**src/design/g729TypesPkg.sv**
```systemverilog
package g729TypesPkg;

	//////////////////////////////////////////////////////////////////////
	// Word types of the basic operators
	//////////////////////////////////////////////////////////////////////

	// Q15 sample word
	typedef logic signed [15:0] word16T;

	// Q31 accumulator word
	typedef logic signed [31:0] word32T;

	//////////////////////////////////////////////////////////////////////
	// Saturation limits
	//////////////////////////////////////////////////////////////////////

	// 16-bit range of add, sub, shl and shr
	localparam word16T MAX16 = 16'sh7fff;
	localparam word16T MIN16 = 16'sh8000;

	// 32-bit range of L_add, L_sub, L_mult and L_mac
	localparam word32T MAX32 = 32'sh7fff_ffff;
	localparam word32T MIN32 = 32'sh8000_0000;

endpackage
```
**src/design/satAdd.sv**
```systemverilog
`timescale 1ns/100ps

module satAdd #(
	parameter type wordT = g729TypesPkg::word32T
) (
	input wordT a,
	input wordT b,
	input logic subtract,
	output wordT sum
);

	localparam int W = $bits(wordT);

	// One guard bit above the word
	logic [W:0] wide;

	always_comb
	begin
		if (subtract)
			wide = {a[W-1], a} - {b[W-1], b};
		else
			wide = {a[W-1], a} + {b[W-1], b};

		// Guard and sign disagree on overflow
		if (wide[W] != wide[W-1])
		begin
			if (wide[W])
				sum = {1'b1, {(W-1){1'b0}}};
			else
				sum = {1'b0, {(W-1){1'b1}}};
		end
		else
			sum = wide[W-1:0];
	end

endmodule

```
**config.mk**
```make
export PLATFORM = sky130hd
export DESIGN_NAME = satAdd
export DESIGN_NICKNAME = d
export VERILOG_FILES = /design/src/design/g729TypesPkg.sv /design/src/design/satAdd.sv
export SDC_FILE = /design/constraint.sdc
export NUM_CORES = 1
export LEC_CHECK = 0
export ABC_AREA = 1
export BUFFER_PORTS_ARGS = -buffer_cell sky130_fd_sc_hd__buf_4
export CAP_MARGIN = 40
export CORE_ASPECT_RATIO = 1.1
export CORE_MARGIN = 4
export CORE_UTILIZATION = 30
export DETAILED_ROUTE_END_ITERATION = 6
export PLACE_DENSITY = 0.62
export SETUP_SLACK_MARGIN = 0.5
export SLEW_MARGIN = 20
export SYNTH_ARGS = -nofsm -noshare
export SYNTH_HDL_FRONTEND = slang
export SYNTH_SLANG_ARGS = --single-unit
```
**constraint.sdc**
```tcl
create_clock -name vclk -period 3.4
set_input_delay 0.34 -clock vclk [all_inputs]
set_output_delay 0.34 -clock vclk [all_outputs]
set_load 0.01 [all_outputs]
```
# Word-level counts from Yosys, hierarchy flattened

Index checks and enable logic that the tools add are counted.

Add/subtract/negate cells: 2
Eq/ne operators: 1
Muxes and demuxes: 3

Operators with widths:

| kind           | number |
|---|---|
| $mux 32        | 2 |
| $add 32x32->33 | 1 |
| $mux 33        | 1 |
| $sub 32x32->33 | 1 |
| $ne 1x1->1     | 1 |

Register bits: 0
Output and inout bits: 32

# Logic depth before layout (Yosys ltp)

Depth in word-level cells: 4
Mapped depth: 27
Gate-level depth less buffers: 25

# Worst setup path after synthesis

Ideal clock, no wire load.

Kind: input port to output port
Start point: input port b[0] (netlist name)
End point: output port sum[19] (netlist name)
Arrival time: 3.114 ns
Data required time: 3.060 ns
Path slack: -0.054 ns
Stages: 24
Path buffers: 2
Path through: inv_1 > nand3_1 > nor3_2 > nand3_1 > nor2_1 > nand3_1 > o21ai_2 > nand3_1 > nand2_1 > inv_1 > ha_1 > nand2_1 > nor2_2 > and2_1 > and3_1 > nand2_1 > nand2_1 > nand2_1 > nand2_2 > nor2_4 > inv_2 > buf_6 > buf_6 > nand2_2

RTL lines:

| element            | line        | text |
|---|---|---|
| start: declaration | satAdd.sv:7 | `input wordT b,` |
| end: declaration   | satAdd.sv:9 | `output wordT sum` |

==> impl_results.md <==
- Initial Util: 31.2%
- Violations in the final reports: negative setup slack
- CLK BUF: 0
- Relative contribution of the clock network to total power: 0%
- Worst Tran Pin Value: 0.441 ns
- Required time reported for the critical path endpoint: 3.06 ns
- Min Tclk post-route: 3.63 ns
- Count of warnings emitted by yosys: 0
- Count of nets left with antenna violations after detail routing: 0
- Num sequential: 0
- Avg WL per Cell: 11.8 um
- Core region area: 0.0105 mm2
- Fmax achieved: 276 MHz
- Hold slack: 1.15 ns
- Drt first-iter violations: 200
- Post-Route Setup TNS: -6.02 ns
- Global-route wire length before repair: 20900 um
- CP endpoint kind: primary output
- Launching element of the worst setup path: b[0]
- Overall die height: 118 um
- Worst setup path class: primary input to primary output
- Fraction of power consumed by sequential logic: 0%
- Final Hold Viols: 0
- Sort of element at the start of the critical path: primary input
- Final Wtd Congestion: 0.953
- Number of max-capacitance violations reported: 0
- Largest net degree at the start of global routing: 18
- Initial antenna violation count: 0
- Area share of the leading cell type in the synthesized netlist: 27.8%
- Setup violations, final: 32
- Startpoint of the lowest-slack hold path: a[1]
- Internal power component: 879 uW
- Overall Power: 1720 uW
- Power share of the combinational group: 100.0%
- Total die area: 0.0127 mm2
- Routed WL: 12200 um
- Count leader, synth: sky130_fd_sc_hd__nand2_1
- Critical Path End: sum[30]
- Filler cell count: 1070
- Antenna diode count: 0
- Placement Setup Slack: -0.437 ns
- Synthesis-to-layout area growth: 78.8%
- Leakage dissipation: 0.00332 uW
- Layout cell share with drive strength beyond 1: 38.9%
- Synthesized area per cell: 5.09 um2
- Final-report max-slew violation count: 0
- Switching power total: 841 uW
- RSZ-0062 raised after global routing: true
- Power Dens Cells: 293 mW/mm2
- Worst hold path type: primary input to primary output
- Port bufs: 97
- Share of the cycle needed by the critical path after routing: 107%
- Number of distinct library cells after synthesis: 34
- Post-synth top area cell: sky130_fd_sc_hd__nand2_1
- Via count: 4582
- GRT Util Overall: 19.3%
- Number of top-level design ports: 97
- Final global-route overflow total: 0
- Flip-flop and latch area: 0 um2
- Final net count: 995
- Number of global-route vias before repair: 4664
- Post-cts hold buffer count: 0
- Proportion of synthesized chip area in sequential cells: 0%
- Vias per Instance: 4.42
- Syn Std Cell Area: 0.00328 mm2
- Top cells by area, synth: sky130_fd_sc_hd__nand2_1 28%, sky130_fd_sc_hd__ha_1 13%, sky130_fd_sc_hd__inv_1 11%, sky130_fd_sc_hd__xor2_1 10%, sky130_fd_sc_hd__nor2_1 8.1%
- List of most frequent post-synthesis cells: 243 x sky130_fd_sc_hd__nand2_1, 95 x sky130_fd_sc_hd__inv_1, 71 x sky130_fd_sc_hd__nor2_1
- Number of DRC violations after detailed routing: 0
- HPWL after detailed placement: 10900 um
- Final design instance area without fill: 0.00587 mm2
- Max-slew headroom at the worst pin: 70.3%
- Instance count of the mapped netlist: 645
- Syn Nets: 744
- Outcome: complete, but fails checks
- Post-detailed-placement cell area: 0.00547 mm2
- Overall die width: 108 um
- Data arrival time of the critical path: 3.29 ns
- Worst path setup slack after routing: -0.225 ns
- Core Rows: 39
- Switching fraction of total power: 48.9%
- Pre-antenna DRT Iters: 6
- VDD IR max: 0.000150 V
- Crit-path max FO: 17
## how the worst min path moves through the flow
stage             end  slack, ns  depth (start not counted)
2_1_floorplan  sum[0]       0.93                          4
3_3_place_gp   sum[1]       1.14                          5
3_5_place_dp   sum[1]       1.15                          5
4_1_cts        sum[1]       1.16                          5
5_1_grt        sum[1]       1.20                          5
6_report       sum[1]       1.15                          5
## logic make-up (layout without fill, tap and decap cells)
family / count (synthesis) / in the layout / synth area share, %
AO/OA/AOI/OAI: 59 / 59 / 10.4
buffers and inverters: 108 / 357 / 13.0
XOR/XNOR: 50 / 50 / 13.3
AND/OR/NAND/NOR: 394 / 394 / 50.2
adder cells (fa/ha/maj): 34 / 34 / 13.2
## metrics by stage
stage | cells | util (%)
3_3_place_gp | 1027 | 51.9
4_1_cts | 1033 | 55.2
5_1_grt | 1037 | 55.7
3_5_place_dp | 1027 | 51.9
6_report | 1037 | 55.7
2_1_floorplan | 645 | -
## layout make-up
cell class	count	area, um2	share of cell area, %
Multi-Input combinational cell	537	3230	55.0
Timing Repair Buffer	258	2060	35.2
Inverter	99	399	6.80
Tap cell	143	179	3.05
## worst max-delay path: stages
cell	delay, ns
sky130_fd_sc_hd__buf_12	0.11
sky130_fd_sc_hd__inv_12	0.05
sky130_fd_sc_hd__nand3_4	0.08
sky130_fd_sc_hd__nor3_4	0.15
sky130_fd_sc_hd__nand3_2	0.13
sky130_fd_sc_hd__nor2_4	0.18
sky130_fd_sc_hd__nand3_4	0.10
sky130_fd_sc_hd__o21ai_4	0.23
sky130_fd_sc_hd__xor2_1	0.11
sky130_fd_sc_hd__ha_1	0.41
sky130_fd_sc_hd__nand2_2	0.09
sky130_fd_sc_hd__nor2_2	0.13
sky130_fd_sc_hd__and2_4	0.16
sky130_fd_sc_hd__and3_1	0.16
sky130_fd_sc_hd__nand2_2	0.07
sky130_fd_sc_hd__nand2_1	0.06
sky130_fd_sc_hd__nand2_1	0.06
sky130_fd_sc_hd__nand2_2	0.12
sky130_fd_sc_hd__nand2_4	0.09
sky130_fd_sc_hd__buf_12	0.16
sky130_fd_sc_hd__a21o_1	0.15
sky130_fd_sc_hd__buf_4	0.14
## per-layer routing
layer  vias up  wire length (um)  global-route usage (%)
met3        12               417                   0.384
met5         -                 0                       0
li1       2503                 -                       -
met2       105              5970                    34.9
met1      1962              5710                    26.3
met4         0               152                    2.05
## timing repair
action / CTS / global route
setup endpoints to repair: 32 / 32
pin swaps: 10 / 3
resized for setup: 61 / 8
gates cloned: 2 / 0
setup buffers: 4 / 4
## cell usage in the layout (no fill, tap or decap), types with 3 or more instances in the layout
cell,instances
sky130_fd_sc_hd__and3_1,3
sky130_fd_sc_hd__a21o_1,3
sky130_fd_sc_hd__o21ai_1,3
sky130_fd_sc_hd__nand3_2,4
sky130_fd_sc_hd__nor3_1,7
sky130_fd_sc_hd__nand2_4,3
sky130_fd_sc_hd__nor2_4,4
sky130_fd_sc_hd__inv_2,3
sky130_fd_sc_hd__nand2_1,226
sky130_fd_sc_hd__xor2_1,39
sky130_fd_sc_hd__nand4_1,3
sky130_fd_sc_hd__a21oi_1,25
sky130_fd_sc_hd__o31ai_1,3
sky130_fd_sc_hd__ha_4,13
sky130_fd_sc_hd__buf_4,236
sky130_fd_sc_hd__nand3_1,26
sky130_fd_sc_hd__buf_6,16
sky130_fd_sc_hd__xnor2_1,11
sky130_fd_sc_hd__ha_1,20
sky130_fd_sc_hd__nand2_2,32
sky130_fd_sc_hd__o21ai_0,4
sky130_fd_sc_hd__buf_12,4
sky130_fd_sc_hd__nor4_1,3
sky130_fd_sc_hd__inv_1,92
sky130_fd_sc_hd__a21oi_2,7
sky130_fd_sc_hd__o21bai_1,7
sky130_fd_sc_hd__nand3b_1,3
sky130_fd_sc_hd__nor2_2,6
sky130_fd_sc_hd__nor2_1,65
## power by group through the flow
stage                     sequential, uW  combinational, uW  clock, uW
after floorplan                        0                822          0
after global placement                 0               1560          0
after detailed placement               0               1570          0
after CTS                              0               1710          0
after global routing                   0               1900          0
final                                  0               1720          0
(Power assumes the default switching activity.)
