### config.mk
export PLATFORM = sky130hd
export DESIGN_NAME = normL
export DESIGN_NICKNAME = d
export VERILOG_FILES = /design/src/design/g729TypesPkg.sv /design/src/design/normL.sv
export SDC_FILE = /design/constraint.sdc
export NUM_CORES = 1
export LEC_CHECK = 0
export ABC_AREA = 1
export BUFFER_PORTS_ARGS = -buffer_cell sky130_fd_sc_hd__buf_2
export CORE_MARGIN = 3
export CORE_UTILIZATION = 30
export DETAILED_ROUTE_END_ITERATION = 6
export MAX_ROUTING_LAYER = met4
export PLACE_DENSITY = 0.49
export SLEW_MARGIN = 20
export SYNTH_ARGS = -nofsm -noshare
export SYNTH_HDL_FRONTEND = slang
export SYNTH_SLANG_ARGS = --single-unit
### constraint.sdc
create_clock -name clk -period 1.85 [get_ports clk]
set_input_delay 0 -clock clk [delete_from_list [all_inputs] [get_ports clk]]
set_output_delay 0 -clock clk [all_outputs]
set_load 0.005 [all_outputs]
### src/design/g729TypesPkg.sv
package g729TypesPkg;

	//////////////////////////////////////////////////////////////////////
	// Word types of the basic operators
	//////////////////////////////////////////////////////////////////////

	// Q15 sample word
	typedef logic signed [15:0] word16T;

	// Q31 accumulator word
	typedef logic signed [31:0] word32T;

	//////////////////////////////////////////////////////////////////////
	// Saturation limits
	//////////////////////////////////////////////////////////////////////

	// 16-bit range of add, sub, shl and shr
	localparam word16T MAX16 = 16'sh7fff;
	localparam word16T MIN16 = 16'sh8000;

	// 32-bit range of L_add, L_sub, L_mult and L_mac
	localparam word32T MAX32 = 32'sh7fff_ffff;
	localparam word32T MIN32 = 32'sh8000_0000;

endpackage
### src/design/normL.sv
`timescale 1ns/100ps

module normL (
	input logic clk,
	input logic rstN,
	input g729TypesPkg::word32T normIn,
	input logic ready,
	output g729TypesPkg::word16T normCount,
	output logic done
);

	g729TypesPkg::word32T value;
	logic busy;

	// Working copy, shifted once per busy cycle
	always_ff @(posedge clk)
	begin
		if (ready && !busy)
			value <= normIn;
		else if (busy)
			value <= value <<< 1;
	end

	always_ff @(posedge clk)
	begin
		if (!rstN)
		begin
			busy <= 1'b0;
			done <= 1'b0;
			normCount <= '0;
		end
		else
		begin
			done <= 1'b0;
			if (busy)
			begin
				normCount <= normCount + 16'sd1;
				// Next value has bit 30 apart from the sign
				if (value[29] != value[30])
				begin
					busy <= 1'b0;
					done <= 1'b1;
				end
			end
			else if (ready)
			begin
				normCount <= '0;
				// Zero or already normalized finishes at once
				if (normIn == 0 || normIn[30] != normIn[31])
					done <= 1'b1;
				else
					busy <= 1'b1;
			end
		end
	end

	// Sequencer waits for done before a new request
	readyWhileBusy: assert property (@(posedge clk) disable iff (!rstN) busy |-> !ready)
		else $error("normL ready raised during a count");

endmodule

# Yosys cells after proc, flatten, opt, wreduce, memory -nomap -nowiden
# Index checks and enable logic that the tools add are counted.
[totals]
register_bits = 49
output_inout_bits = 17
in_bits = 35
[classes]
n_reduce_logical = 6
muxes = 12
n_eq_ne = 2
add_sub_neg = 1
[op_table]
columns = ["op", "n"]
rows = [
  ["2-to-1 mux 31 bit", 2],
  ["zero test 32 bit", 1],
  ["2-to-1 mux 16 bit", 2],
  ["adder 16 x 2 -> 16 bit, second input constant", 1],
  ["2-to-1 mux 1 bit", 8],
  ["nonzero test 2 bit", 2],
  ["inequality test 1 bit", 2],
  ["logical AND 1 bit", 1],
  ["zero test 1 bit", 1],
  ["logical OR 1 bit", 1],
]

# Longest topological paths before layout
[depth]
depth_word = 5
mapped_depth = 10

# Worst setup path before layout
# Ideal clock, no wire load.
[synth_timing]
path_type = "register -> register"
start = "register busy"
end = "register value[0], enable pin"
setup_slack_ps = 352
n_path_buf = 1
path_stages_with_launch = 4
required_ps = 1464
t_arrival_ps = 1112
period_less_slack_ps = 1498
path_cell_list = "dfxtp_1 > buf_6 > nor2_1 > inv_1"
[synth_via]
elab_chain_cells = 3
[synth_rtl]
columns = ["element", "line", "text"]
rows = [
  ["start: declaration", "normL.sv:13", "logic busy;"],
  ["start signal: assignment", "normL.sv:28", "busy <= 1'b0;"],
  ["start signal: assignment", "normL.sv:41", "busy <= 1'b0;"],
  ["start signal: assignment", "normL.sv:52", "busy <= 1'b1;"],
  ["zero test 1 bit", "normL.sv:18", "if (ready && !busy)"],
  ["logical AND 1 bit", "normL.sv:18", ""],
  ["nonzero test 2 bit (no source line) (*)", "-", ""],
  ["end signal: assignment", "normL.sv:19", "value <= normIn;"],
  ["end signal: assignment", "normL.sv:21", "value <= value <<< 1;"],
  ["end: declaration", "normL.sv:12", "g729TypesPkg::word32T value;"],
]
# Mark *: on every way between the ends. The rest lies on a longest branch, timed or not.
# A chain may end at the register's enable or synchronous reset.

# Worst setup path in the final report
[layout_timing]
start = "register busy"
end = "register normCount[9]"
[layout_via]
elab_chain_cells = 1
elab_cells_between_ends = 2
classes_between = "mux (1); reduce/logical (1)"
[layout_rtl]
columns = ["element", "line", "text"]
rows = [
  ["2-to-1 mux 16 bit / nonzero test 2 bit (equally long branches)", "-", ""],
  ["end signal: assignment", "normL.sv:37", "normCount <= normCount + 16'sd1;"],
  ["end: declaration", "normL.sv:8", "output g729TypesPkg::word16T normCount,"],
]
# Several ways; a longest one is shown, not always the timed one.

==> flow_metrics.env <==
export IMPL_ant_nets=0
export IMPL_die_x_um=95.9
export IMPL_io_pins=52
export IMPL_clockRootBuffer="clkbuf_8"
export IMPL_first_iter_violations=55
export IMPL_gp_congestion=0.780
export IMPL_drc=0
export IMPL_grt_max_degree=42
export IMPL_netlist_instances=294
export IMPL_synth_nets=331
export IMPL_timing_final_crit_share=0.798
export IMPL_synth_area_top_cells="edfxtp_1 (38%), nand2_1 (18%), dfxtp_1 (15%)"
export IMPL_insertion_delay_ns=0.30
export IMPL_r2r_cells=5
export IMPL_grtUsageTotal=0.133
export IMPL_antenna_found_initial=0
export IMPL_maxCapViolations=0
export IMPL_fin_nets=402
export IMPL_routed_via_count=2087
export IMPL_routed_via_density=4.46
export IMPL_p_leak_nw=1.35
export IMPL_ir_drop_mv=0.326
export IMPL_core_area_um2=7770
export IMPL_h_tree_depth=2
export IMPL_worstSetupPathType="flip-flop to flip-flop"
export IMPL_r2r_slack_ns=0.37
export IMPL_finalClockSkew_ns=0.00536
export IMPL_synth_top_area_share=0.384
export IMPL_clk_pin_slew_ns=0.09
export IMPL_hold_ws_ns=0.00917
export IMPL_syn_cell_area_um2=2420
export IMPL_diodes=0
export IMPL_place_hpwl_um=3880
export IMPL_slew_viol_final=0
export IMPL_clock_sinks=49
export IMPL_drive_gt1_frac=0.205
export IMPL_synth_largest_area_cell="edfxtp_1"
export IMPL_clock_path_buffers=2
export IMPL_power_per_cell_area_nw_per_um2=734
export IMPL_worst_hold_path_num_cells=3
export IMPL_reg2reg_to="normCount[9]$_SDFFE_PN0P_"
export IMPL_synthFlopType="edfxtp_1"
export IMPL_synth_commonest_cells="nand2_1 (119), nor2_1 (36), edfxtp_1 (31)"
export IMPL_rsz0062_at_grt="no"
export IMPL_grt_pass1_wl_um=9200
export IMPL_critical_path_endpoint_type="flip-flop"
export IMPL_synth_distinct_cells=33
export IMPL_cts_resized=0
export IMPL_first_pass_iters=4
export IMPL_status="finished, final reports clean"
export IMPL_ys_seq_elements=49
export IMPL_crit_arrival_ns=1.69
export IMPL_grt_pass1_vias=1968
export IMPL_cts_buffers=5
export IMPL_initial_utilization=0.312
export IMPL_crit_required_ns=2.07
export IMPL_cts_tree="built"
export IMPL_wl_per_cell_um=12.1
export IMPL_die_area_um2=9200
export IMPL_hp_start="normIn[9]"
export IMPL_yosysWarnings=0
export IMPL_critPathMaxFanout=41
export IMPL_syn2layout_area_growth_pct=26.1
export IMPL_relSlewSlack=0.716
export IMPL_hold_path_class="input pin to flip-flop"
export IMPL_final_setup_viol_count=0
export IMPL_period_needed_ns=1.48
export IMPL_timing_fmax_mhz=678
export IMPL_setup_tns_ns=0
export IMPL_synth_avg_cell_area_um2=8.25
export IMPL_ys_seq_area_frac=0.533
export IMPL_async_reset_ff_frac=0
export IMPL_worst_pin_slew_ns=0.426
export IMPL_io_buffer_count=51
export IMPL_rows=32
export IMPL_synth_edf_count=31
export IMPL_routed_wl_um=5650
export IMPL_cp_start_kind="flip-flop"
export IMPL_yosysMostFrequentCell="nand2_1"
export IMPL_hold_viol=0
export IMPL_fillers=822
export IMPL_die_y_um=95.9
export IMPL_post_cts_setup_buffer_count=0
export IMPL_hold_path_endpoint="value[9]$_DFFE_PP_"
export IMPL_regToRegStartpoint="busy$_SDFF_PN0_"
export IMPL_grt_overflow=0
[routing by layer]
layer | GRT usage | wire, um
met1 | 0.176 | 2740
met2 | 0.211 | 2630
met3 | 0.0266 | 250
met4 | 0.0320 | 29
met5 | - | 0
[metrics by stage]
| step | power (W) | setup slack, ns | cells | utilization | instance area, um2 |
|---|---|---|---|---|---|
| after global placement | 0.00161 | 0.396 | 441 | 0.359 | 2790 |
| after detailed placement | 0.00162 | 0.387 | 441 | 0.359 | 2790 |
| after global routing | 0.00236 | 0.193 | 468 | 0.394 | 3060 |
| final | 0.00224 | 0.375 | 468 | 0.394 | 3060 |
| after floorplan | 0.00151 | 0.352 | 294 | - | 2420 |
| after CTS | 0.00227 | 0.369 | 468 | 0.394 | 3060 |
[registers in the layout, indices dropped and copies added (netlist names)]
signal and count:
value 31, done 1, normCount 16, busy 1
[area by class of cell]
cell class | count | area, um2 | area share
flip-flops and latches | 49 | 1290 | 0.422
multi-input cells | 213 | 992 | 0.324
clock buffers | 8 | 80.1 | 0.0262
well taps | 102 | 128 | 0.0417
inverters | 23 | 86.3 | 0.0282
repair buffers | 73 | 480 | 0.157
[critical path: stages, from the launching register on]
cell and delay [ns]:
dfxtp_1 0.52, inv_2 0.09, nand2_2 0.09, buf_4 0.38
nand2_1 0.09, a211oi_1 0.22
[cells by family after synthesis]
kind of cell             Yosys count  share of synthesized area
buffers and inverters             32                     0.0583
AO/OA/AOI/OAI                     26                     0.0604
AND/OR/NAND/NOR                  183                      0.331
XOR/XNOR                           2                    0.00723
flip-flops                        49                      0.533
adder cells (fa/ha/maj)            2                     0.0103
[power breakdown]
group	switching, W	total (W)	internal (W)
Combinational	0.000180	0.000306	0.000126
Sequential	0.0000327	0.00131	0.00128
Clock	0.000355	0.000625	0.000270
[what timing repair did]
action                                  4_1_cts  5_1_grt
hold buffers                                 19        0
endpoints found under the setup margin        0        0
hold endpoints to repair                     19        0
[worst max path at each step]
stage	startpoint	end	cells after the start
after global placement	normCount[0]$_SDFFE_PN0P_	normCount[14]$_SDFFE_PN0P_	8
after detailed placement	normCount[1]$_SDFFE_PN0P_	normCount[14]$_SDFFE_PN0P_	8
after CTS	busy$_SDFF_PN0_	normCount[9]$_SDFFE_PN0P_	5
after global routing	busy$_SDFF_PN0_	normCount[8]$_SDFFE_PN0P_	6
final	busy$_SDFF_PN0_	normCount[9]$_SDFFE_PN0P_	5
after floorplan	busy$_SDFF_PN0_	value[0]$_SDFFCE_PN0P_	3
[layout by cell type (no fill, tap or decap), types with 2 or more instances in the layout]
cell type      Yosys  routed
nor3_1             5       5
o21ai_0            7       7
nand4_1            4       4
inv_1             19      19
nor2_4             3       3
nor2_1            36      36
nand3_1            5       5
dfxtp_1           18      18
buf_2              2      51
a211oi_1           2       2
inv_2              3       3
buf_4              1       2
nand3_4            2       2
dlygate4sd3_1      0      19
nand2_2            2       2
nand2_1          119     119
clkbuf_1           4       3
clkbuf_8           0       5
ha_1               2       2
o21ai_1            2       2
edfxtp_1          31      31
a21oi_1           11      11
nand3b_1           2       2
a22oi_1            2       2
Power figures use the tool's default switching activity.
