--- src/design/corHMapPkg.sv ---
package corHMapPkg;

	// Scratch memory geometry
	localparam int ADDR_W = 11;
	localparam int MEM_DEPTH = 2048;

	typedef logic [ADDR_W-1:0] addrT;

	// Subframe length and number of autocorrelation terms
	localparam int L_SUBFR = 40;
	localparam int NUM_LAGS = 8;

	// h[0..39] at the bottom, rr words further up
	localparam int H_BASE = 0;
	localparam int RR_BASE = 64;

	// High word of the energy above this halves h
	localparam int SCALE_LIMIT = 32000;

	// Energy accumulator starts here rather than at zero
	localparam int ENERGY_SEED = 2;

endpackage

--- src/design/g729TypesPkg.sv ---
package g729TypesPkg;

	//////////////////////////////////////////////////////////////////////
	// Word types of the basic operators
	//////////////////////////////////////////////////////////////////////

	// Q15 sample word
	typedef logic signed [15:0] word16T;

	// Q31 accumulator word
	typedef logic signed [31:0] word32T;

	//////////////////////////////////////////////////////////////////////
	// Saturation limits
	//////////////////////////////////////////////////////////////////////

	// 16-bit range of add, sub, shl and shr
	localparam word16T MAX16 = 16'sh7fff;
	localparam word16T MIN16 = 16'sh8000;

	// 32-bit range of L_add, L_sub, L_mult and L_mac
	localparam word32T MAX32 = 32'sh7fff_ffff;
	localparam word32T MIN32 = 32'sh8000_0000;

endpackage
--- src/design/corHSequencer.sv ---
`timescale 1ns/100ps

module corHSequencer (
	input logic clk,
	input logic rstN,
	input logic start,
	input g729TypesPkg::word32T memIn,
	output logic [corHMapPkg::ADDR_W-1:0] memReadAddr,
	output logic [corHMapPkg::ADDR_W-1:0] memWriteAddr,
	output g729TypesPkg::word32T memOut,
	output logic memWriteEn,
	output g729TypesPkg::word16T macA,
	output g729TypesPkg::word16T macB,
	output g729TypesPkg::word32T macC,
	input g729TypesPkg::word32T macOut,
	output g729TypesPkg::word32T addA,
	output g729TypesPkg::word32T addB,
	input g729TypesPkg::word32T addSum,
	output g729TypesPkg::word16T idxA,
	output g729TypesPkg::word16T idxB,
	input g729TypesPkg::word16T idxSum,
	output g729TypesPkg::word32T normIn,
	output logic normReady,
	input g729TypesPkg::word16T normCount,
	input logic normDone,
	output logic done
);

	typedef enum logic [2:0] {
		stIdle,
		stEnergy,
		stCompare,
		stNorm,
		stScale,
		stCorr,
		stWriteRr
	} stateT;

	stateT state;
	g729TypesPkg::word16T rdIdx;
	g729TypesPkg::word16T lag;
	logic second;
	logic scaleRight;
	logic [3:0] shiftAmt;

	g729TypesPkg::word32T acc;
	g729TypesPkg::word16T heldA;
	g729TypesPkg::word16T sample;
	g729TypesPkg::word16T scaled;
	g729TypesPkg::word32T shifted;

	//////////////////////////////////////////////////////////////////////
	// Operator and memory hookup
	//////////////////////////////////////////////////////////////////////

	assign sample = memIn[15:0];

	// Energy squares the sample, correlation pairs it with the held one
	assign macA = (state == stCorr) ? heldA : sample;
	assign macB = sample;
	assign macC = acc;

	// extract_h(energy) - SCALE_LIMIT
	assign addA = acc >>> 16;
	assign addB = g729TypesPkg::word32T'(corHMapPkg::SCALE_LIMIT);

	assign idxA = (state == stWriteRr) ? lag : rdIdx;
	assign idxB = 16'sd1;

	assign normIn = acc;

	// shr by 1, or shl by half the norm count
	always_comb
	begin
		shifted = g729TypesPkg::word32T'(sample) <<< shiftAmt;
		if (scaleRight)
			scaled = sample >>> 1;
		else if (shifted > g729TypesPkg::MAX16)
			scaled = g729TypesPkg::MAX16;
		else if (shifted < g729TypesPkg::MIN16)
			scaled = g729TypesPkg::MIN16;
		else
			scaled = shifted[15:0];
	end

	always_comb
	begin
		// Second read of a pair fetches hs[n+lag]
		if (state == stCorr && second)
			memReadAddr = corHMapPkg::addrT'(corHMapPkg::H_BASE + rdIdx + lag);
		else
			memReadAddr = corHMapPkg::addrT'(corHMapPkg::H_BASE + rdIdx);

		// Scaled sample goes back one behind the read
		if (state == stWriteRr)
			memWriteAddr = corHMapPkg::addrT'(corHMapPkg::RR_BASE + lag);
		else
			memWriteAddr = corHMapPkg::addrT'(corHMapPkg::H_BASE + rdIdx - 1);
	end

	assign memWriteEn = (state == stScale && rdIdx != 0) || state == stWriteRr;
	assign memOut = (state == stScale) ? g729TypesPkg::word32T'(scaled) : acc;

	//////////////////////////////////////////////////////////////////////
	// Datapath registers
	//////////////////////////////////////////////////////////////////////

	always_ff @(posedge clk)
	begin
		case (state)
			stIdle:
				acc <= g729TypesPkg::word32T'(corHMapPkg::ENERGY_SEED);
			stEnergy, stCorr:
				if (rdIdx != 0 && !second)
					acc <= macOut;
			stScale, stWriteRr:
				acc <= '0;
			default:
				acc <= acc;
		endcase
		if (state == stCorr && second)
			heldA <= sample;
	end

	//////////////////////////////////////////////////////////////////////
	// Control FSM
	//////////////////////////////////////////////////////////////////////

	always_ff @(posedge clk)
	begin
		if (!rstN)
		begin
			state <= stIdle;
			rdIdx <= '0;
			lag <= '0;
			second <= 1'b0;
			scaleRight <= 1'b0;
			shiftAmt <= '0;
			normReady <= 1'b0;
			done <= 1'b0;
		end
		else
		begin
			normReady <= 1'b0;
			done <= 1'b0;
			case (state)
				stIdle:
					if (start)
					begin
						rdIdx <= '0;
						state <= stEnergy;
					end
				stEnergy:
					// Last sample lands the cycle after its read
					if (rdIdx == corHMapPkg::L_SUBFR)
					begin
						rdIdx <= '0;
						state <= stCompare;
					end
					else
						rdIdx <= idxSum;
				stCompare:
				begin
					scaleRight <= (addSum > 0);
					if (addSum > 0)
						state <= stScale;
					else
					begin
						normReady <= 1'b1;
						state <= stNorm;
					end
				end
				stNorm:
					if (normDone)
					begin
						shiftAmt <= normCount[4:1];
						state <= stScale;
					end
				stScale:
					if (rdIdx == corHMapPkg::L_SUBFR)
					begin
						rdIdx <= '0;
						lag <= '0;
						second <= 1'b0;
						state <= stCorr;
					end
					else
						rdIdx <= idxSum;
				stCorr:
					if (!second)
					begin
						if (rdIdx == corHMapPkg::L_SUBFR - lag)
							state <= stWriteRr;
						else
							second <= 1'b1;
					end
					else
					begin
						rdIdx <= idxSum;
						second <= 1'b0;
					end
				stWriteRr:
				begin
					lag <= idxSum;
					rdIdx <= '0;
					if (lag == corHMapPkg::NUM_LAGS - 1)
					begin
						done <= 1'b1;
						state <= stIdle;
					end
					else
						state <= stCorr;
				end
				default:
					state <= stIdle;
			endcase
		end
	end

endmodule

--- config.mk ---
export PLATFORM = sky130hd
export DESIGN_NAME = corHSequencer
export DESIGN_NICKNAME = d
export VERILOG_FILES = /design/src/design/corHMapPkg.sv /design/src/design/g729TypesPkg.sv /design/src/design/corHSequencer.sv
export SDC_FILE = /design/constraint.sdc
export NUM_CORES = 1
export LEC_CHECK = 0
export BUFFER_PORTS_ARGS = -buffer_cell sky130_fd_sc_hd__buf_2
export CAP_MARGIN = 20
export CORE_AREA = 2 2 148 150
export CTS_CLUSTER_DIAMETER = 100
export DETAILED_ROUTE_END_ITERATION = 12
export DIE_AREA = 0 0 150 152
export PLACE_DENSITY = 0.71
export SLEW_MARGIN = 20
export SYNTH_ARGS = -nofsm -noshare
export SYNTH_HDL_FRONTEND = slang
export SYNTH_SLANG_ARGS = --single-unit
--- constraint.sdc ---
create_clock -name clk -period 2.8 [get_ports clk]
set_input_delay 0.42 -clock clk [delete_from_list [all_inputs] [get_ports clk]]
set_output_delay 0.42 -clock clk [all_outputs]
set_load 0.03 [all_outputs]
After elaboration in Yosys (flattened, before gate mapping)
Cells that the tools add are included.
{"block": "totals", "wordCells": 88, "register_bits": 91}
{"block": "classes", "n_eq_ne": 17, "n_mux": 31, "reduce_logical": 22, "shifts": 1, "magnitude_cmp": 3, "add_sub_neg": 4}
{"cell": "$mux W16", "count": 9}
{"cell": "$pmux W32 S3", "count": 1}
{"cell": "$mux W32", "count": 2}
{"cell": "$pmux W16 S4", "count": 1}
{"cell": "$gt A32 B1 Y1 const B", "count": 1}
{"cell": "$gt A32 B16 Y1 const B", "count": 1}
{"cell": "$lt A32 B16 Y1 const B", "count": 1}
{"cell": "$pmux W16 S2", "count": 1}
{"cell": "$reduce_bool A32 Y1", "count": 1}
{"cell": "$sshl A16 B4 Y32", "count": 1}
{"cell": "$mux W3", "count": 8}
{"cell": "$mux W11", "count": 2}
{"cell": "$pmux W3 S7", "count": 1}
{"cell": "$eq A16 B17 Y1", "count": 1}
{"cell": "$sub A7 B16 Y17 const A", "count": 1}
{"cell": "$eq A16 B4 Y1 const B", "count": 1}
{"cell": "$eq A16 B7 Y1 const B", "count": 1}
{"cell": "$ne A2 B2 Y1 const B", "count": 6}
{"cell": "$reduce_and A2 Y1", "count": 6}
{"cell": "$add A11 B11 Y11", "count": 1}
{"cell": "$add A8 B11 Y11 const A", "count": 1}
{"cell": "$sub A11 B2 Y11 const B", "count": 1}
{"cell": "$eq A3 B3 Y1 const B", "count": 3}
{"cell": "$eq A3 B2 Y1 const B", "count": 2}
{"cell": "other kinds (14)", "count": 24}

Depth between registers and ports, before layout
{"block": "depth", "ltp_word": 6, "mapped_depth": 12, "ltp_nobuf": 11}

Worst setup path after synthesis
No wires, ideal clock.
{"block": "synth_path", "kind": "reg-to-output", "from": "reg shiftAmt[0]", "to": "out memOut[0]", "t_arrival_ns": 2.992, "path_slack_ns": -0.612, "n_path_buf": 2, "stages_incl_launch_ff": 8, "path_cell_list": "dfxtp_1 > buf_6 > buf_12 > mux2_2 > mux4_2 > nor4_1 > a31oi_1 > o41ai_1"}
{"block": "synth_between", "elab_chain_cells": 6, "elab_cells_between_ends": 7, "cone_classes": "order compare: 2; shift: 1; mux: 4"}
{"item": "start, declared", "line": "corHSequencer.sv:44", "text": "logic [3:0] shiftAmt;"}
{"item": "start signal, assigned", "line": "corHSequencer.sv:176", "text": "shiftAmt <= normCount[4:1];"}
{"item": "$sshl A16 B4 Y32 (*)", "line": "corHSequencer.sv:75", "text": "shifted = g729TypesPkg::word32T'(sample) <<< shiftAmt;"}
{"item": "$lt A32 B16 Y1", "line": "corHSequencer.sv:80", "text": "else if (shifted < g729TypesPkg::MIN16)"}
{"item": "$mux W16", "line": "corHSequencer.sv:80"}
{"item": "$mux W16 (*)", "line": "corHSequencer.sv:78", "text": "else if (shifted > g729TypesPkg::MAX16)"}
{"item": "$mux W16 (*)", "line": "corHSequencer.sv:76", "text": "if (scaleRight)"}
{"item": "$mux W32 (*)", "line": "corHSequencer.sv:102", "text": "assign memOut = (state == stScale) ? g729TypesPkg::word32T'(scaled) : acc;"}
{"item": "end, declared", "line": "corHSequencer.sv:10", "text": "output g729TypesPkg::word32T memOut,"}
Every way passes the cells marked *; elsewhere a longest branch is shown, timed or not.

Worst setup path in the final report
{"block": "layout_path", "from": "reg shiftAmt[0]", "to": "out memOut[14]"}
Same word-level chain as after synthesis.

==> flow_summary_export.csv <==
group,metric,value,unit
status,status,"finished, violations left",
status,violations,"negative setup slack",
route,drtIter0Drc,555,
setup_path,critPathArrivalTime,3.22,ns
power,power.density,885,nW/µm²
power,ir_drop,0.928,mV
place,io_buffers,304,
sta,period_share,130,%
sta,rsz0062_at_grt,"yes",
die,io_pins,381,
sta,max_slew_margin,39.0,%
global_route,antenna_found_initial,1,
place,gp_congestion,0.915,
sta,fin_ws,-0.841,ns
power,p_int,4410,µW
clock_network,clk_latency,0.36,ns
die,die_h,152,µm
setup_path,rrSetupSlack,0.15,ns
setup_path,r2r-end,"second",
route,drc,0,
final_layout,mostFrequentLayoutCells,"buf_2 (285), buf_4 (144), nand2_1 (87), nor2_1 (72)",
route,num_vias,7845,
min_path,hp-class,"input port to register",
run,maxCapViolCount,0,
final_layout,fill_cells,2062,
power,pwr-share-comb,65.1,%
yosys,async_flop_share,0,%
sta,worstMarginPinSlew,0.912,ns
power,seq_power_share,22.1,%
final_layout,utilization,49.6,%
die,fp.dieW,150,µm
die,coreArea,21400,µm²
final_layout,area_growth,34.8,%
final_layout,multi_input_area,4760,µm²
setup_path,end_kind,"output pin",
sta,finalSetupViolCount,20,
min_path,holdPathStages,2,
clock_network,clock_path_buffers,2,
sta,hold_viol,0,
power,clock_power_share,12.7,%
clock_network,clock_sinks,91,
route,firstDrtPassIters,5,
sta,drv_slew,0,
route,antenna_left,0,
yosys,ys_warn_count,0,
route,drt_wl_total,27300,µm
die,start_util,36.8,%
clock_network,cts-root-buf,"clkbuf_16",
die,rows,54,
clock_network,cts_tree,"yes",
min_path,holdPathEnd,"lag[9]",
clock_network,cts_hold_buf,0,
setup_path,start_kind,"register",
setup_path,critical_path_class,"register to output pin",
global_route,grt_pass1_wl,41100,µm
power,p_switching,4970,µW
setup_path,reg2reg_from,"lag[0]",
min_path,worstHoldStart,"idxSum[9]",
place,hpwl,20800,µm
final_layout,seqCellArea,2310,µm²
clock_network,cts.clk_slew.worst_paths,0.08,ns
sta,max_freq,0.275,GHz
power,p_leak,0.00509,µW
yosys,ys_seq_area_share,29.3,%
setup_path,crit_required,2.38,ns
clock_network,htree_levels,3,
yosys,syn_avg_cell_area,8.52,µm²
setup_path,critPathMaxFanout,6,
yosys,synth_cell_type_count,80,
global_route,grt_max_degree,33,
yosys,synth_ff_type,"edfxtp_1",
sta,fin_worst_skew,0.0128,ns
setup_path,r2r_cells,12,
final_layout,drive_gt1_share,46.1,%
global_route,grt_pass1_vias,7293,
global_route,grt-ovfl-total,0,
yosys,ys_ff_latch,91,
sta,fin_crit,3.64,ns
route,routedWlPerCell,17.9,µm
yosys,syn_inst,922,
place,pre_cts_slack,-0.607,ns
die,die_area,22800,µm²
yosys,synth_edf_count,48,
final_layout,layout.nets,1389,
global_route,track_usage,22.8,%
yosys,syn-cell-area,7860,µm²
power,swShare,53.0,%
sta,holdWs,0.296,ns
route,via_per_inst,5.13,
clock_network,cts-buffers-inserted,9,
final_layout,final_common_cell,"buf_2",
-- per-stage QoR --
step	instance area [µm²]	setup TNS [ns]	power, µW	instances
floorplan	8130	-2.15	6490	968
global placement	9780	-8.26	7800	1495
detailed placement	9780	-8.91	7840	1495
CTS	10400	-12.42	9310	1521
global route	10600	-14.61	9870	1526
finish	10600	-12.41	9380	1528
-- cell usage after synthesis (4+ instances only) --
cell,number,share of area (%)
mux2i_1,21,2.7
nor2_1,75,3.6
nor2b_1,8,0.64
inv_1,27,1.3
o211ai_1,7,0.67
o21ai_0,39,2.5
nand3_1,13,0.83
edfxtp_1,48,18
mux2_2,21,3.0
nand2_1,91,4.3
and2_1,34,2.7
ha_1,15,2.4
nand4_1,7,0.56
a21oi_1,33,2.1
o311ai_0,4,0.45
a22o_1,18,2.0
nand3b_1,4,0.38
buf_4,129,12
dfxtp_1,43,11
a21o_1,20,1.9
a22oi_1,18,1.7
xnor2_1,27,3.0
a211oi_1,8,0.76
mux4_2,9,2.6
xor2_1,12,1.3
clkbuf_1,50,2.4
nor4_1,17,1.4
and3_1,4,0.32
or3_1,4,0.32
mux4_1,4,1.3
a31oi_1,4,0.32
nand2b_1,12,0.96
nor3_1,13,0.83
o221ai_1,8,0.89
-- worst max path at each step --
stage / start / to
floorplan: shiftAmt[0] / memOut[14]
global placement: shiftAmt[0] / memOut[14]
detailed placement: shiftAmt[0] / memOut[14]
CTS: shiftAmt[0] / memOut[11]
global route: shiftAmt[0] / memOut[8]
finish: shiftAmt[0] / memOut[14]
-- timing repair --
item,CTS,global route
pin swaps,25,31
gates resized for setup,72,39
setup endpoints to repair,31,29
buffers inserted,10,6
-- logic make-up (layout without fill, tap and decap cells) --
| family | after synthesis | count (layout) | share of synthesized area [%] |
|---|---|---|---|
| AND/OR/NAND/NOR | 297 | 297 | 18.4 |
| buffers and inverters | 217 | 495 | 17.1 |
| AO/OA/AOI/OAI | 203 | 203 | 18.1 |
| flip-flops | 91 | 91 | 29.3 |
| multiplexers | 56 | 56 | 9.75 |
| XOR/XNOR | 40 | 40 | 4.63 |
| adder cells (fa/ha/maj) | 16 | 16 | 2.64 |
| other | 2 | 50 | 0.0956 |
-- power groups by stage --
stage | clock, µW | sequential, µW | combinational [µW]
final | 1190 | 2080 | 6110
after global routing | 1260 | 2120 | 6490
after CTS | 1220 | 2070 | 6030
after detailed placement | 0 | 2090 | 5750
after global placement | 0 | 2080 | 5720
after floorplan | 0 | 2280 | 4210
-- routing by layer --
layer	vias up	GRT usage (%)	part of all wire [%]
met1	3749	31.0	43
met5	-	0	0
li1	3751	-	-
met3	28	3.27	6.6
met4	0	6.02	1.5
met2	317	38.0	49
-- worst max-delay path, cell delays in order, from the launching register on --
cell	delay, ns
dfxtp_4	0.40
buf_4	0.13
mux4_2	0.51
mux2_4	0.29
a221oi_2	0.25
nand4_1	0.19
or4_4	0.55
nand2_4	0.12
o21ai_2	0.07
a22o_4	0.21
buf_6	0.13
-- layout make-up --
type                            count  share of cell area (%)
Multi-Input combinational cell    660                    44.9
Timing Repair Buffer              450                    26.2
Sequential cell                    91                    21.8
Tap cell                          280                    3.31
Clock buffer                        9                    2.13
Inverter                           29                    1.06
Clock inverter                      7                   0.461
Antenna cell                        2                  0.0472
-- registers in the layout (all words and copies together) (netlist names) --
| signal | flops |
|---|---|
| done | 1 |
| macC | 32 |
| shiftAmt | 4 |
| lag | 16 |
| state | 3 |
| normReady | 1 |
| heldA | 16 |
| second | 1 |
| scaleRight | 1 |
| rdIdx | 16 |
No activity file was read; power rests on OpenSTA's default activity.
