$ cat src/design/g729TypesPkg.sv
package g729TypesPkg;

	//////////////////////////////////////////////////////////////////////
	// Word types of the basic operators
	//////////////////////////////////////////////////////////////////////

	// Q15 sample word
	typedef logic signed [15:0] word16T;

	// Q31 accumulator word
	typedef logic signed [31:0] word32T;

	//////////////////////////////////////////////////////////////////////
	// Saturation limits
	//////////////////////////////////////////////////////////////////////

	// 16-bit range of add, sub, shl and shr
	localparam word16T MAX16 = 16'sh7fff;
	localparam word16T MIN16 = 16'sh8000;

	// 32-bit range of L_add, L_sub, L_mult and L_mac
	localparam word32T MAX32 = 32'sh7fff_ffff;
	localparam word32T MIN32 = 32'sh8000_0000;

endpackage
$ cat src/design/lMac.sv
`timescale 1ns/100ps

module lMac (
	input g729TypesPkg::word16T a,
	input g729TypesPkg::word16T b,
	input g729TypesPkg::word32T c,
	output g729TypesPkg::word32T out
);

	g729TypesPkg::word32T product;
	g729TypesPkg::word32T doubled;

	// Extra bit for the accumulate
	logic [32:0] total;

	always_comb
	begin
		// Plain 16x16 signed product
		product = a * b;

		// L_mult, only 0x8000 * 0x8000 overflows once doubled
		if (product == 32'sh4000_0000)
			doubled = g729TypesPkg::MAX32;
		else
			doubled = product <<< 1;

		// L_add of the accumulator
		total = {c[31], c} + {doubled[31], doubled};

		if (total[32] != total[31])
		begin
			if (total[32])
				out = g729TypesPkg::MIN32;
			else
				out = g729TypesPkg::MAX32;
		end
		else
			out = total[31:0];
	end

endmodule

$ cat config.mk
export PLATFORM = sky130hd
export DESIGN_NAME = lMac
export DESIGN_NICKNAME = d
export VERILOG_FILES = /design/src/design/g729TypesPkg.sv /design/src/design/lMac.sv
export SDC_FILE = /design/constraint.sdc
export NUM_CORES = 1
export LEC_CHECK = 0
export BUFFER_PORTS_ARGS = -buffer_cell sky130_fd_sc_hd__buf_2
export CORE_MARGIN = 8
export CORE_UTILIZATION = 31
export DETAILED_ROUTE_END_ITERATION = 10
export GPL_ROUTABILITY_DRIVEN = 1
export PLACE_DENSITY = 0.47
export SYNTH_ARGS = -nofsm -noshare
export SYNTH_HDL_FRONTEND = slang
export SYNTH_SLANG_ARGS = --single-unit
$ cat constraint.sdc
create_clock -name vclk -period 14.58
set_input_delay 2.916 -clock vclk [all_inputs]
set_output_delay 2.916 -clock vclk [all_outputs]
set_load 0.05 [all_outputs]
* Yosys cells after proc, flatten, opt, wreduce, memory -nomap -nowiden *
Cells that the tools add are included.

word-level totals
  word-level logic and storage cells = 7
  register bits = 0
  output and inout port bits = 32

cells by class
  multipliers = 1
  $add $sub $neg = 1
  equality and inequality tests = 2
  mux-type cells = 3

operator list
  operator                count
  $mux W32                3
  $add A32 B32 Y33        1
  $eq A32 B32 Y1 const B  1
  $mul A16 B16 Y32        1
  $ne A1 B1 Y1            1

* Depth between registers and ports, before layout *
Gate-level depths: netlist of the first run.

  word-level depth = 6
  mapped depth = 41

* Worst setup path before layout of the first run *
OpenSTA, ideal clock, no wires.

  path type = input -> output
  from = in a[15]
  to = out out[30]
  required time = 11,664 ps
  stages = 34
  arrival time = 12,261 ps
  buffers on the path = 1
  path slack = -597 ps
  cells stage by stage = clkbuf_1 -> nand2_1 -> fa_1 -> inv_1 -> fa_1 -> fa_1 -> fa_1 -> fa_1 -> inv_1 -> fa_1 -> inv_1 -> ha_1 -> a21oi_1 -> o21ai_0 -> nor2_1 -> nand2_1 -> or3_1 -> and3_1 -> or2_2 -> nand4_1 -> and4b_1 -> and4_1 -> ha_1 -> fa_1 -> a21o_1 -> a21oi_1 -> o211a_1 -> o221ai_1 -> o311ai_1 -> o21ai_0 -> a21o_1 -> a21oi_1 -> xnor2_1 -> o21ai_0

on the way
  cells in the longest elaborated chain, start to end = 6
  elaborated cells on any way between the ends = 7

RTL lines
  item                                             line                    source
  from (decl)                                      lMac.sv:4               input g729TypesPkg::word16T a,
  $mul A16 B16 Y32 *                               lMac.sv:19              product = a * b;
  $eq A32 B32 Y1                                   lMac.sv:22              if (product == 32'sh4000_0000)
  $mux W32 *                                       lMac.sv:22
  $add A32 B32 Y33 *                               lMac.sv:28              total = {c[31], c} + {doubled[31], doubled};
  $mux W32 / $ne A1 B1 Y1 (equally long branches)  lMac.sv:32, lMac.sv:30
  $mux W32 *                                       lMac.sv:30              if (total[32] != total[31])
  to (decl)                                        lMac.sv:7               output g729TypesPkg::word32T out

Every way passes the cells marked *; elsewhere a longest branch is shown, timed or not.

* Final worst setup path of the first run *
  from = in b[2]
  to = out out[8]

on the way
  cells in the longest elaborated chain, start to end = 6
  elaborated cells on any way between the ends = 7

RTL lines
  item                                             line                    source
  from (decl)                                      lMac.sv:5               input g729TypesPkg::word16T b,
  $mul A16 B16 Y32 *                               lMac.sv:19
  $eq A32 B32 Y1                                   lMac.sv:22
  $mux W32 *                                       lMac.sv:22
  $add A32 B32 Y33 *                               lMac.sv:28
  $mux W32 / $ne A1 B1 Y1 (equally long branches)  lMac.sv:32, lMac.sv:30
  $mux W32 *                                       lMac.sv:30

Marked as above.

==> metrics.md, run 1 <==
| Metric | Value |
|---|---|
| Status | `completed` |
| Syn_nets | `1863` |
| Worst Hold Path EP | `out[0]` |
| Hold_sp | `c[0]` |
| Area grow syn2layout | `41.0%` |
| Detailed-route wire length | `35500 um` |
| Commonest non-fill, non-tap cells in the layout | `buf_4 (275), fa_1 (254), inv_1 (241)` |
| Unrepaired setup endpoints after global routing | `true` |
| Syn Area/Cell | `8.59 um^2` |
| CP Class | `in2out` |
| Syn Inst Count | `1422` |
| Crit-path slowest cell | `fa_1` |
| # setup viols final | `0` |
| Synth unique cells | `67` |
| Layout cells sized above 1 | `0.329` |
| CP arrival | `11.49 ns` |
| Fill cells | `3822` |
| Most common cell after layout, fill and taps aside | `buf_4` |
| Vias per cell | `4.73` |
| Number of global-route vias before repair | `11500` |
| Rel. slew slack | `0.687` |
| Hold WC Path Type | `in2out` |
| Worst Setup End Kind | `output port` |
| Post-route minimum period | `14.41 ns` |
| GRT Total Usage | `0.150` |
| Seq_cells | `0` |
| FF/Latch Area | `0 um^2` |
| Layout clock buffers | `0` |
| TNS Setup | `0 ns` |
| Top-level port count | `96` |
| Total of max-cap violations | `0` |
| Port Buffers | `96` |
| Post-detail-place hpwl | `30900 um` |
| Core ar. | `38700 um^2` |
| Die area | `46000 um^2` |
| Gpl congestion | `0.827` |
| DR vias | `10800` |
| Post-synthesis sequential area ratio | `0` |
| Netlist Area Pre-Place | `12200 um^2` |
| Slew at the pin closest to its max-slew limit | `0.464 ns` |
| First-pass GRT wire length | `58400 um` |
| Diode count | `0` |
| Crit start category | `primary input` |
| Total iterations of the first detailed-routing run | `5` |
| Final-stage net count | `2212` |
| DIE WIDTH | `215 um` |
| Final Cycle Share | `0.988` |
| # rows | `72` |
| Starting Density | `0.315` |
| Min-Delay Path Depth | `5` |
| Routed Antenna Nets | `0` |
| Die extent in y | `215 um` |
| Max-slew violation count | `0` |
| Max incr delay on CP | `0.54 ns` |
| Fmax | `69.4 MHz` |
| Final Hold Viols | `0` |
| GRT Residual Overflow | `0` |
| Largest net degree at the start of global routing | `21` |
| DRC Markers | `0` |
| Synth warn | `0` |
| Initial antenna violation count | `0` |
| DR WL/cell | `15.5 um` |
| First DRT Iteration DRCs | `335` |
| Max FO, Critical Path | `6` |
| Worst Path Required | `11.66 ns` |
[per-layer routing]
layer / vias up / routed length (um) / GRT usage
li1: 5226 / - / -
met1: 5448 / 15500 / 0.199
met2: 123 / 19100 / 0.280
met3: 22 / 557 / 0.00381
met4: 0 / 342 / 0.0119
met5: - / 0 / 0
[worst max path at each step]
stage / start / slack, ns / cells after the start / to
floorplan: a[10] / -0.01 / 39 / out[22]
global placement: b[2] / -0.44 / 36 / out[1]
detailed placement: b[2] / -0.59 / 36 / out[1]
CTS: a[15] / -0.01 / 38 / out[1]
global route: b[2] / -0.14 / 39 / out[21]
finish: b[2] / 0.17 / 41 / out[8]
[synthesized netlist by cell type (5+ instances only)]
| master | number | share of area |
|---|---|---|
| fa_1 | 263 | 0.43 |
| inv_1 | 249 | 0.076 |
| nand2_1 | 171 | 0.053 |
| and2_1 | 139 | 0.071 |
| ha_1 | 114 | 0.12 |
| a21oi_1 | 94 | 0.039 |
| nor2_1 | 47 | 0.014 |
| clkbuf_1 | 43 | 0.013 |
| xnor2_1 | 37 | 0.027 |
| o21ai_0 | 30 | 0.012 |
| xor2_1 | 22 | 0.016 |
| a21o_1 | 20 | 0.012 |
| nand3_1 | 15 | 0.0061 |
| nand2b_1 | 14 | 0.0072 |
| o21a_1 | 13 | 0.0080 |
| nor3_1 | 11 | 0.0045 |
| o21bai_1 | 11 | 0.0068 |
| o211ai_1 | 9 | 0.0055 |
| a211oi_1 | 8 | 0.0049 |
| a31oi_1 | 8 | 0.0041 |
| and3_1 | 7 | 0.0036 |
| nand4_1 | 6 | 0.0031 |
| nor4_1 | 6 | 0.0031 |
| buf_6 | 5 | 0.0046 |
| mux2i_1 | 5 | 0.0041 |
| or2_2 | 5 | 0.0026 |
[critical path: cells and delay by family]
kind | cells | cell delay [ns]
buf+inv | 15 | 1.58
simple gates | 7 | 1.04
fa+ha+maj | 9 | 3.91
xor+xnor | 1 | 0.19
compound gates | 9 | 1.80
[what timing repair did]
action                     CTS  global route
buffers inserted            13            24
pin swaps                   28            96
cloned                       2             3
setup endpoints to repair   32            32
hold buffers                 0             0
resized for setup           85           250
[kinds of logic (layout without fill, tap and decap cells)]
family                   after synthesis  in the layout  share of synthesized area
adder cells (fa/ha/maj)              380            380                      0.550
multiplexers                           5              5                    0.00410
AND/OR/NAND/NOR                      441            442                      0.184
buffers and inverters                303            649                     0.0969
AO/OA/AOI/OAI                        234            234                      0.123
XOR/XNOR                              59             59                     0.0423
[through the flow]
stage / cells / hold WS, ns / utilization / instance area [um^2] / setup slack (ns)
detailed placement: 2248 / 6.51 / 0.399 / 15500 / -0.591
global route: 2287 / 6.46 / 0.445 / 17200 / -0.138
global placement: 2248 / 6.53 / 0.399 / 15500 / -0.437
finish: 2287 / 6.43 / 0.445 / 17200 / 0.173
floorplan: 1422 / 6.25 / - / 12600 / -0.0132
CTS: 2263 / 6.47 / 0.412 / 16000 / -0.0109
[final cells by class]
class / count / area, um^2 / share of cell area
Inverter: 249 / 935 / 0.0542
Multi-Input combinational cell: 1120 / 12300 / 0.712
Tap cell: 518 / 648 / 0.0376
Timing Repair Buffer: 400 / 3380 / 0.196
Power of run 1 is not shown: default switching activity piles up to over one toggle a cycle in this logic, so the estimate is an artifact.
==> run 2: changes to the inputs <==
--- a/config.mk
+++ b/config.mk
@@ -7,10 +7,10 @@
 export LEC_CHECK = 0
 export BUFFER_PORTS_ARGS = -buffer_cell sky130_fd_sc_hd__buf_2
 export CORE_MARGIN = 8
-export CORE_UTILIZATION = 31
+export CORE_UTILIZATION = 61
 export DETAILED_ROUTE_END_ITERATION = 10
 export GPL_ROUTABILITY_DRIVEN = 1
-export PLACE_DENSITY = 0.47
+export PLACE_DENSITY = 0.8
 export SYNTH_ARGS = -nofsm -noshare
 export SYNTH_HDL_FRONTEND = slang
 export SYNTH_SLANG_ARGS = --single-unit
==> constraint.sdc (replaced) <==
create_clock -name vclk -period 13.34
set_input_delay 2.668 -clock vclk [all_inputs]
set_output_delay 2.668 -clock vclk [all_outputs]
set_load 0.05 [all_outputs]
==> metrics.md, run 2 (synthesis results as in run 1) <==
| Metric | Value |
|---|---|
| Status | `complete, but fails checks` |
| Failing checks | `setup timing` |
| Largest net degree at the start of global routing | `18` |
| Final Cycle Share | `1.11` |
| Die extent in y | `158 um` |
| Area grow syn2layout | `39.8%` |
| # setup viols final | `32` |
| Max-slew violation count | `0` |
| Seq_cells | `0` |
| Worst Setup End Kind | `output port` |
| Layout clock buffers | `0` |
| Post-route minimum period | `14.77 ns` |
| FF/Latch Area | `0 um^2` |
| DR WL/cell | `24.5 um` |
| Final WS setup | `-1.43 ns` |
| Crit-path slowest cell | `fa_2` |
| Port Buffers | `96` |
| Routed Antenna Nets | `0` |
| Max incr delay on CP | `0.66 ns` |
| Starting Density | `0.624` |
| CP arrival | `12.11 ns` |
| First DRT Iteration DRCs | `1712` |
| Rel. slew slack | `0.590` |
| Number of global-route vias before repair | `13300` |
| Most common cell after layout, fill and taps aside | `buf_4` |
| Total of max-cap violations | `0` |
| Gpl congestion | `0.941` |
| Worst Path Required | `10.67 ns` |
| Core ar. | `19600 um^2` |
| GRT Residual Overflow | `0` |
| Detailed-route wire length | `50500 um` |
| Vias per cell | `6.54` |
| Commonest non-fill, non-tap cells in the layout | `buf_4 (307), fa_1 (250), inv_1 (238)` |
| Hold WC Path Type | `in2out` |
| Post-detail-place hpwl | `29400 um` |
| Die area | `24800 um^2` |
| DIE WIDTH | `158 um` |
| Final-stage net count | `2235` |
| Total iterations of the first detailed-routing run | `7` |
| GRT Total Usage | `0.313` |
| Cell mode on critical path | `fa_1` |
| DRC Markers | `0` |
| DP Area | `15400 um^2` |
| Slew at the pin closest to its max-slew limit | `0.612 ns` |
| Crit start category | `primary input` |
| Hold_sp | `c[0]` |
| Layout cells sized above 1 | `0.338` |
| DR vias | `13500` |
| CP Class | `in2out` |
| Max FO, Critical Path | `7` |
| Diode count | `0` |
| Initial antenna violation count | `1` |
| First-pass GRT wire length | `62300 um` |
| Unrepaired setup endpoints after global routing | `true` |
| Fmax | `67.7 MHz` |
| Top-level port count | `96` |
| # rows | `51` |
| Crit path from | `b[15]` |
| Fill cells | `816` |
| Place WS | `-0.901 ns` |
| Final Hold Viols | `0` |
| Post-route cell area | `17100 um^2` |
==> run 2: cell count changes in the layout (fill, tap and decap cells not counted), moves of 7 or more <==
cell	delta
and2_4	+9
buf_4	+32
buf_12	+7
buf_6	-18
and2_1	-10
==> run 2: worst paths after layout <==
kind,end,depth (start not counted)
worst max-delay path,out[19],35
worst min-delay path,out[0],5
==> run 2: repair_timing <==
item / CTS / global route
endpoints found under the hold margin: 0 / 0
gates resized for setup: 170 / 145
buffers inserted: 19 / 23
hold buffers: 0 / 0
cloned: 3 / 5
pin swaps: 29 / 84
endpoints found under the setup margin: 32 / 32
==> run 2: per-stage QoR <==
stage | hold slack (ns) | instances | TNS (ns) | utilization
finish | 5.95 | 2057 | -42.72 | 0.872
global route | 5.99 | 2057 | -45.08 | 0.872
CTS | 5.91 | 2031 | -12.73 | 0.831
detailed placement | 5.98 | 2010 | -26.02 | 0.785
global placement | 5.97 | 2010 | -17.96 | 0.785
floorplan | 5.79 | 1422 | -13.47 | -
==> run 2: layer usage <==
metal,track usage,share of wire,vias up
met5,0,0,-
met4,0.171,0.099,0
met3,0.0310,0.12,508
met2,0.580,0.47,1215
met1,0.345,0.31,6481
li1,-,-,5254
==> run 2: critical path: cells and delay by family <==
| kind | cells | cell delay [ns] |
|---|---|---|
| adder cells (fa/ha/maj) | 8 | 3.84 |
| AND/OR/NAND/NOR | 9 | 2.16 |
| AO/OA/AOI/OAI | 7 | 1.96 |
| buffers and inverters | 11 | 1.46 |
==> run 2: final cells by class <==
cell class / count / area, um^2 / area share
Multi-Input combinational cell: 1119 / 12100 / 0.711
Tap cell: 265 / 332 / 0.0194
Inverter: 249 / 941 / 0.0551
Timing Repair Buffer: 424 / 3660 / 0.214
Power of run 2 is left out for the same reason.
==> run 3: changes to the inputs <==
--- a/config.mk
+++ b/config.mk
@@ -5,6 +5,7 @@
 export SDC_FILE = /design/constraint.sdc
 export NUM_CORES = 1
 export LEC_CHECK = 0
+export ABC_AREA = 1
 export BUFFER_PORTS_ARGS = -buffer_cell sky130_fd_sc_hd__buf_2
 export CORE_MARGIN = 8
 export CORE_UTILIZATION = 61
==> metrics.md, run 3 <==
| Metric | Value |
|---|---|
| Status | `completed` |
| # rows | `53` |
| Largest net degree at the start of global routing | `32` |
| Layout cells sized above 1 | `0.137` |
| Worst Setup End Kind | `output port` |
| Worst Path Required | `10.67 ns` |
| Crit start category | `primary input` |
| Starting Density | `0.623` |
| Detailed-route wire length | `34900 um` |
| Crit-path slowest cell | `fa_2` |
| Syn Area/Cell | `6.93 um^2` |
| DIE WIDTH | `163 um` |
| Synth top cells by count | `nand2_1 (592), inv_1 (474), fa_1 (263)` |
| Die area | `26500 um^2` |
| DR vias | `12000` |
| Total of max-cap violations | `0` |
| Top-level port count | `96` |
| Routed Antenna Nets | `0` |
| Final Cycle Share | `0.980` |
| Yosys top cell area share | `0.401` |
| Final-stage net count | `2418` |
| Seq_cells | `0` |
| First-pass GRT wire length | `58300 um` |
| Fmax | `76.5 MHz` |
| FF/Latch Area | `0 um^2` |
| Initial antenna violation count | `0` |
| CP arrival | `10.40 ns` |
| Cell mode on critical path | `nand2_1` |
| Post-route minimum period | `13.07 ns` |
| Most common cell after layout, fill and taps aside | `nand2_1` |
| GRT Total Usage | `0.265` |
| Vias per cell | `5.32` |
| CP Class | `in2out` |
| Core Util, Final | `0.700` |
| Netlist Area Pre-Place | `13100 um^2` |
| Slew at the pin closest to its max-slew limit | `0.421 ns` |
| Rel. slew slack | `0.716` |
| DRC Markers | `0` |
| Max-slew violation count | `0` |
| Total iterations of the first detailed-routing run | `5` |
| Syn Inst Count | `1895` |
| Fill cells | `1793` |
| Die extent in y | `163 um` |
| Syn_nets | `2336` |
| Post-detail-place hpwl | `30400 um` |
| Leading area contributor after synthesis | `fa_1` |
| Number of global-route vias before repair | `12600` |
| Most common cell in the netlist | `nand2_1` |
| Largest cells by area after synthesis | `fa_1 (40%), nand2_1 (17%), inv_1 (14%)` |
| Post-synthesis sequential area ratio | `0` |
| GRT Residual Overflow | `0` |
| DR WL/cell | `15.5 um` |
| Hold WC Path Type | `in2out` |
| Area grow syn2layout | `12.3%` |
| Final Hold Viols | `0` |
| Diode count | `0` |
| Synth warn | `0` |
| First DRT Iteration DRCs | `731` |
| Max FO, Critical Path | `10` |
| Layout clock buffers | `0` |
| Multi-input combinational cell area | `11400 um^2` |
| Core ar. | `21100 um^2` |
| Max incr delay on CP | `0.60 ns` |
| Synth unique cells | `36` |
| CTS Hold Bufs | `0` |
| Gpl congestion | `0.958` |
| # setup viols final | `0` |
| Commonest non-fill, non-tap cells in the layout | `nand2_1 (553), inv_1 (474), fa_1 (258)` |
| Port Buffers | `96` |
## run 3: cell count changes after synthesis, moves of 8 or more
cell / previous run / this run
a211oi_1: 8 / 0
a21o_1: 20 / 12
a21oi_1: 94 / 67
and2_1: 139 / 3
clkbuf_1: 43 / 60
inv_1: 249 / 474
nand2_1: 171 / 592
nand2b_1: 14 / 0
nand3_1: 15 / 51
nand3b_1: 1 / 14
nand4_1: 6 / 27
nor2_1: 47 / 93
o21a_1: 13 / 0
xnor2_1: 37 / 13
## run 3: worst max-delay path: cells and delay by family
family	cells	cell delay [ns]
buffers and inverters	12	1.62
xor gates and xnor gates	1	0.10
adders and majority gates	8	3.73
and+or+nand+nor	15	1.65
AOI/OAI and AO/OA	4	0.61
## run 3: cell type report
| class | count | share of cell area |
|---|---|---|
| inverters | 481 | 0.122 |
| multi-input cells | 1346 | 0.775 |
| well taps | 275 | 0.0233 |
| repair buffers | 148 | 0.0789 |
## run 3: final timing paths
path | from | endpoint | slack (ns) | cells after the start
hold / removal | c[0] | out[0] | 5.86 | 5
setup / recovery | a[15] | out[18] | 0.27 | 40
## run 3: routing by layer
| layer | up-vias | part of all wire | GRT usage |
|---|---|---|---|
| li1 | 5718 | - | - |
| met1 | 5806 | 0.41 | 0.337 |
| met2 | 370 | 0.51 | 0.476 |
| met3 | 69 | 0.058 | 0.0311 |
| met4 | 0 | 0.020 | 0.0567 |
| met5 | - | 0 | 0 |
## run 3: repair_timing
action / 4_1_cts / 5_1_grt
pin swaps: 1 / 15
gates resized for setup: 34 / 115
gates cloned: 1 / 1
setup buffers: 1 / 8
setup endpoints to repair: 31 / 32
## run 3: per-stage QoR
stage / hold slack [ns] / setup TNS (ns) / cell area (um^2) / worst slack [ns] / std cells
floorplan: 5.70 / 0 / 13200 / 0.0581 / 1895
global placement: 5.89 / 0 / 14100 / 0.0587 / 2239
detailed placement: 5.90 / -1.62 / 14100 / -0.0759 / 2239
CTS: 5.84 / 0 / 14200 / 0.0261 / 2241
global route: 5.89 / -0.838 / 14800 / -0.0468 / 2250
finish: 5.86 / 0 / 14800 / 0.268 / 2250
## run 3: kinds of logic after synthesis
group,synth area share
and+or+nand+nor,0.251
adders and majority gates,0.509
AOI/OAI and AO/OA,0.0534
buffers and inverters,0.159
xor gates and xnor gates,0.0273
Power of run 3 is left out for the same reason.
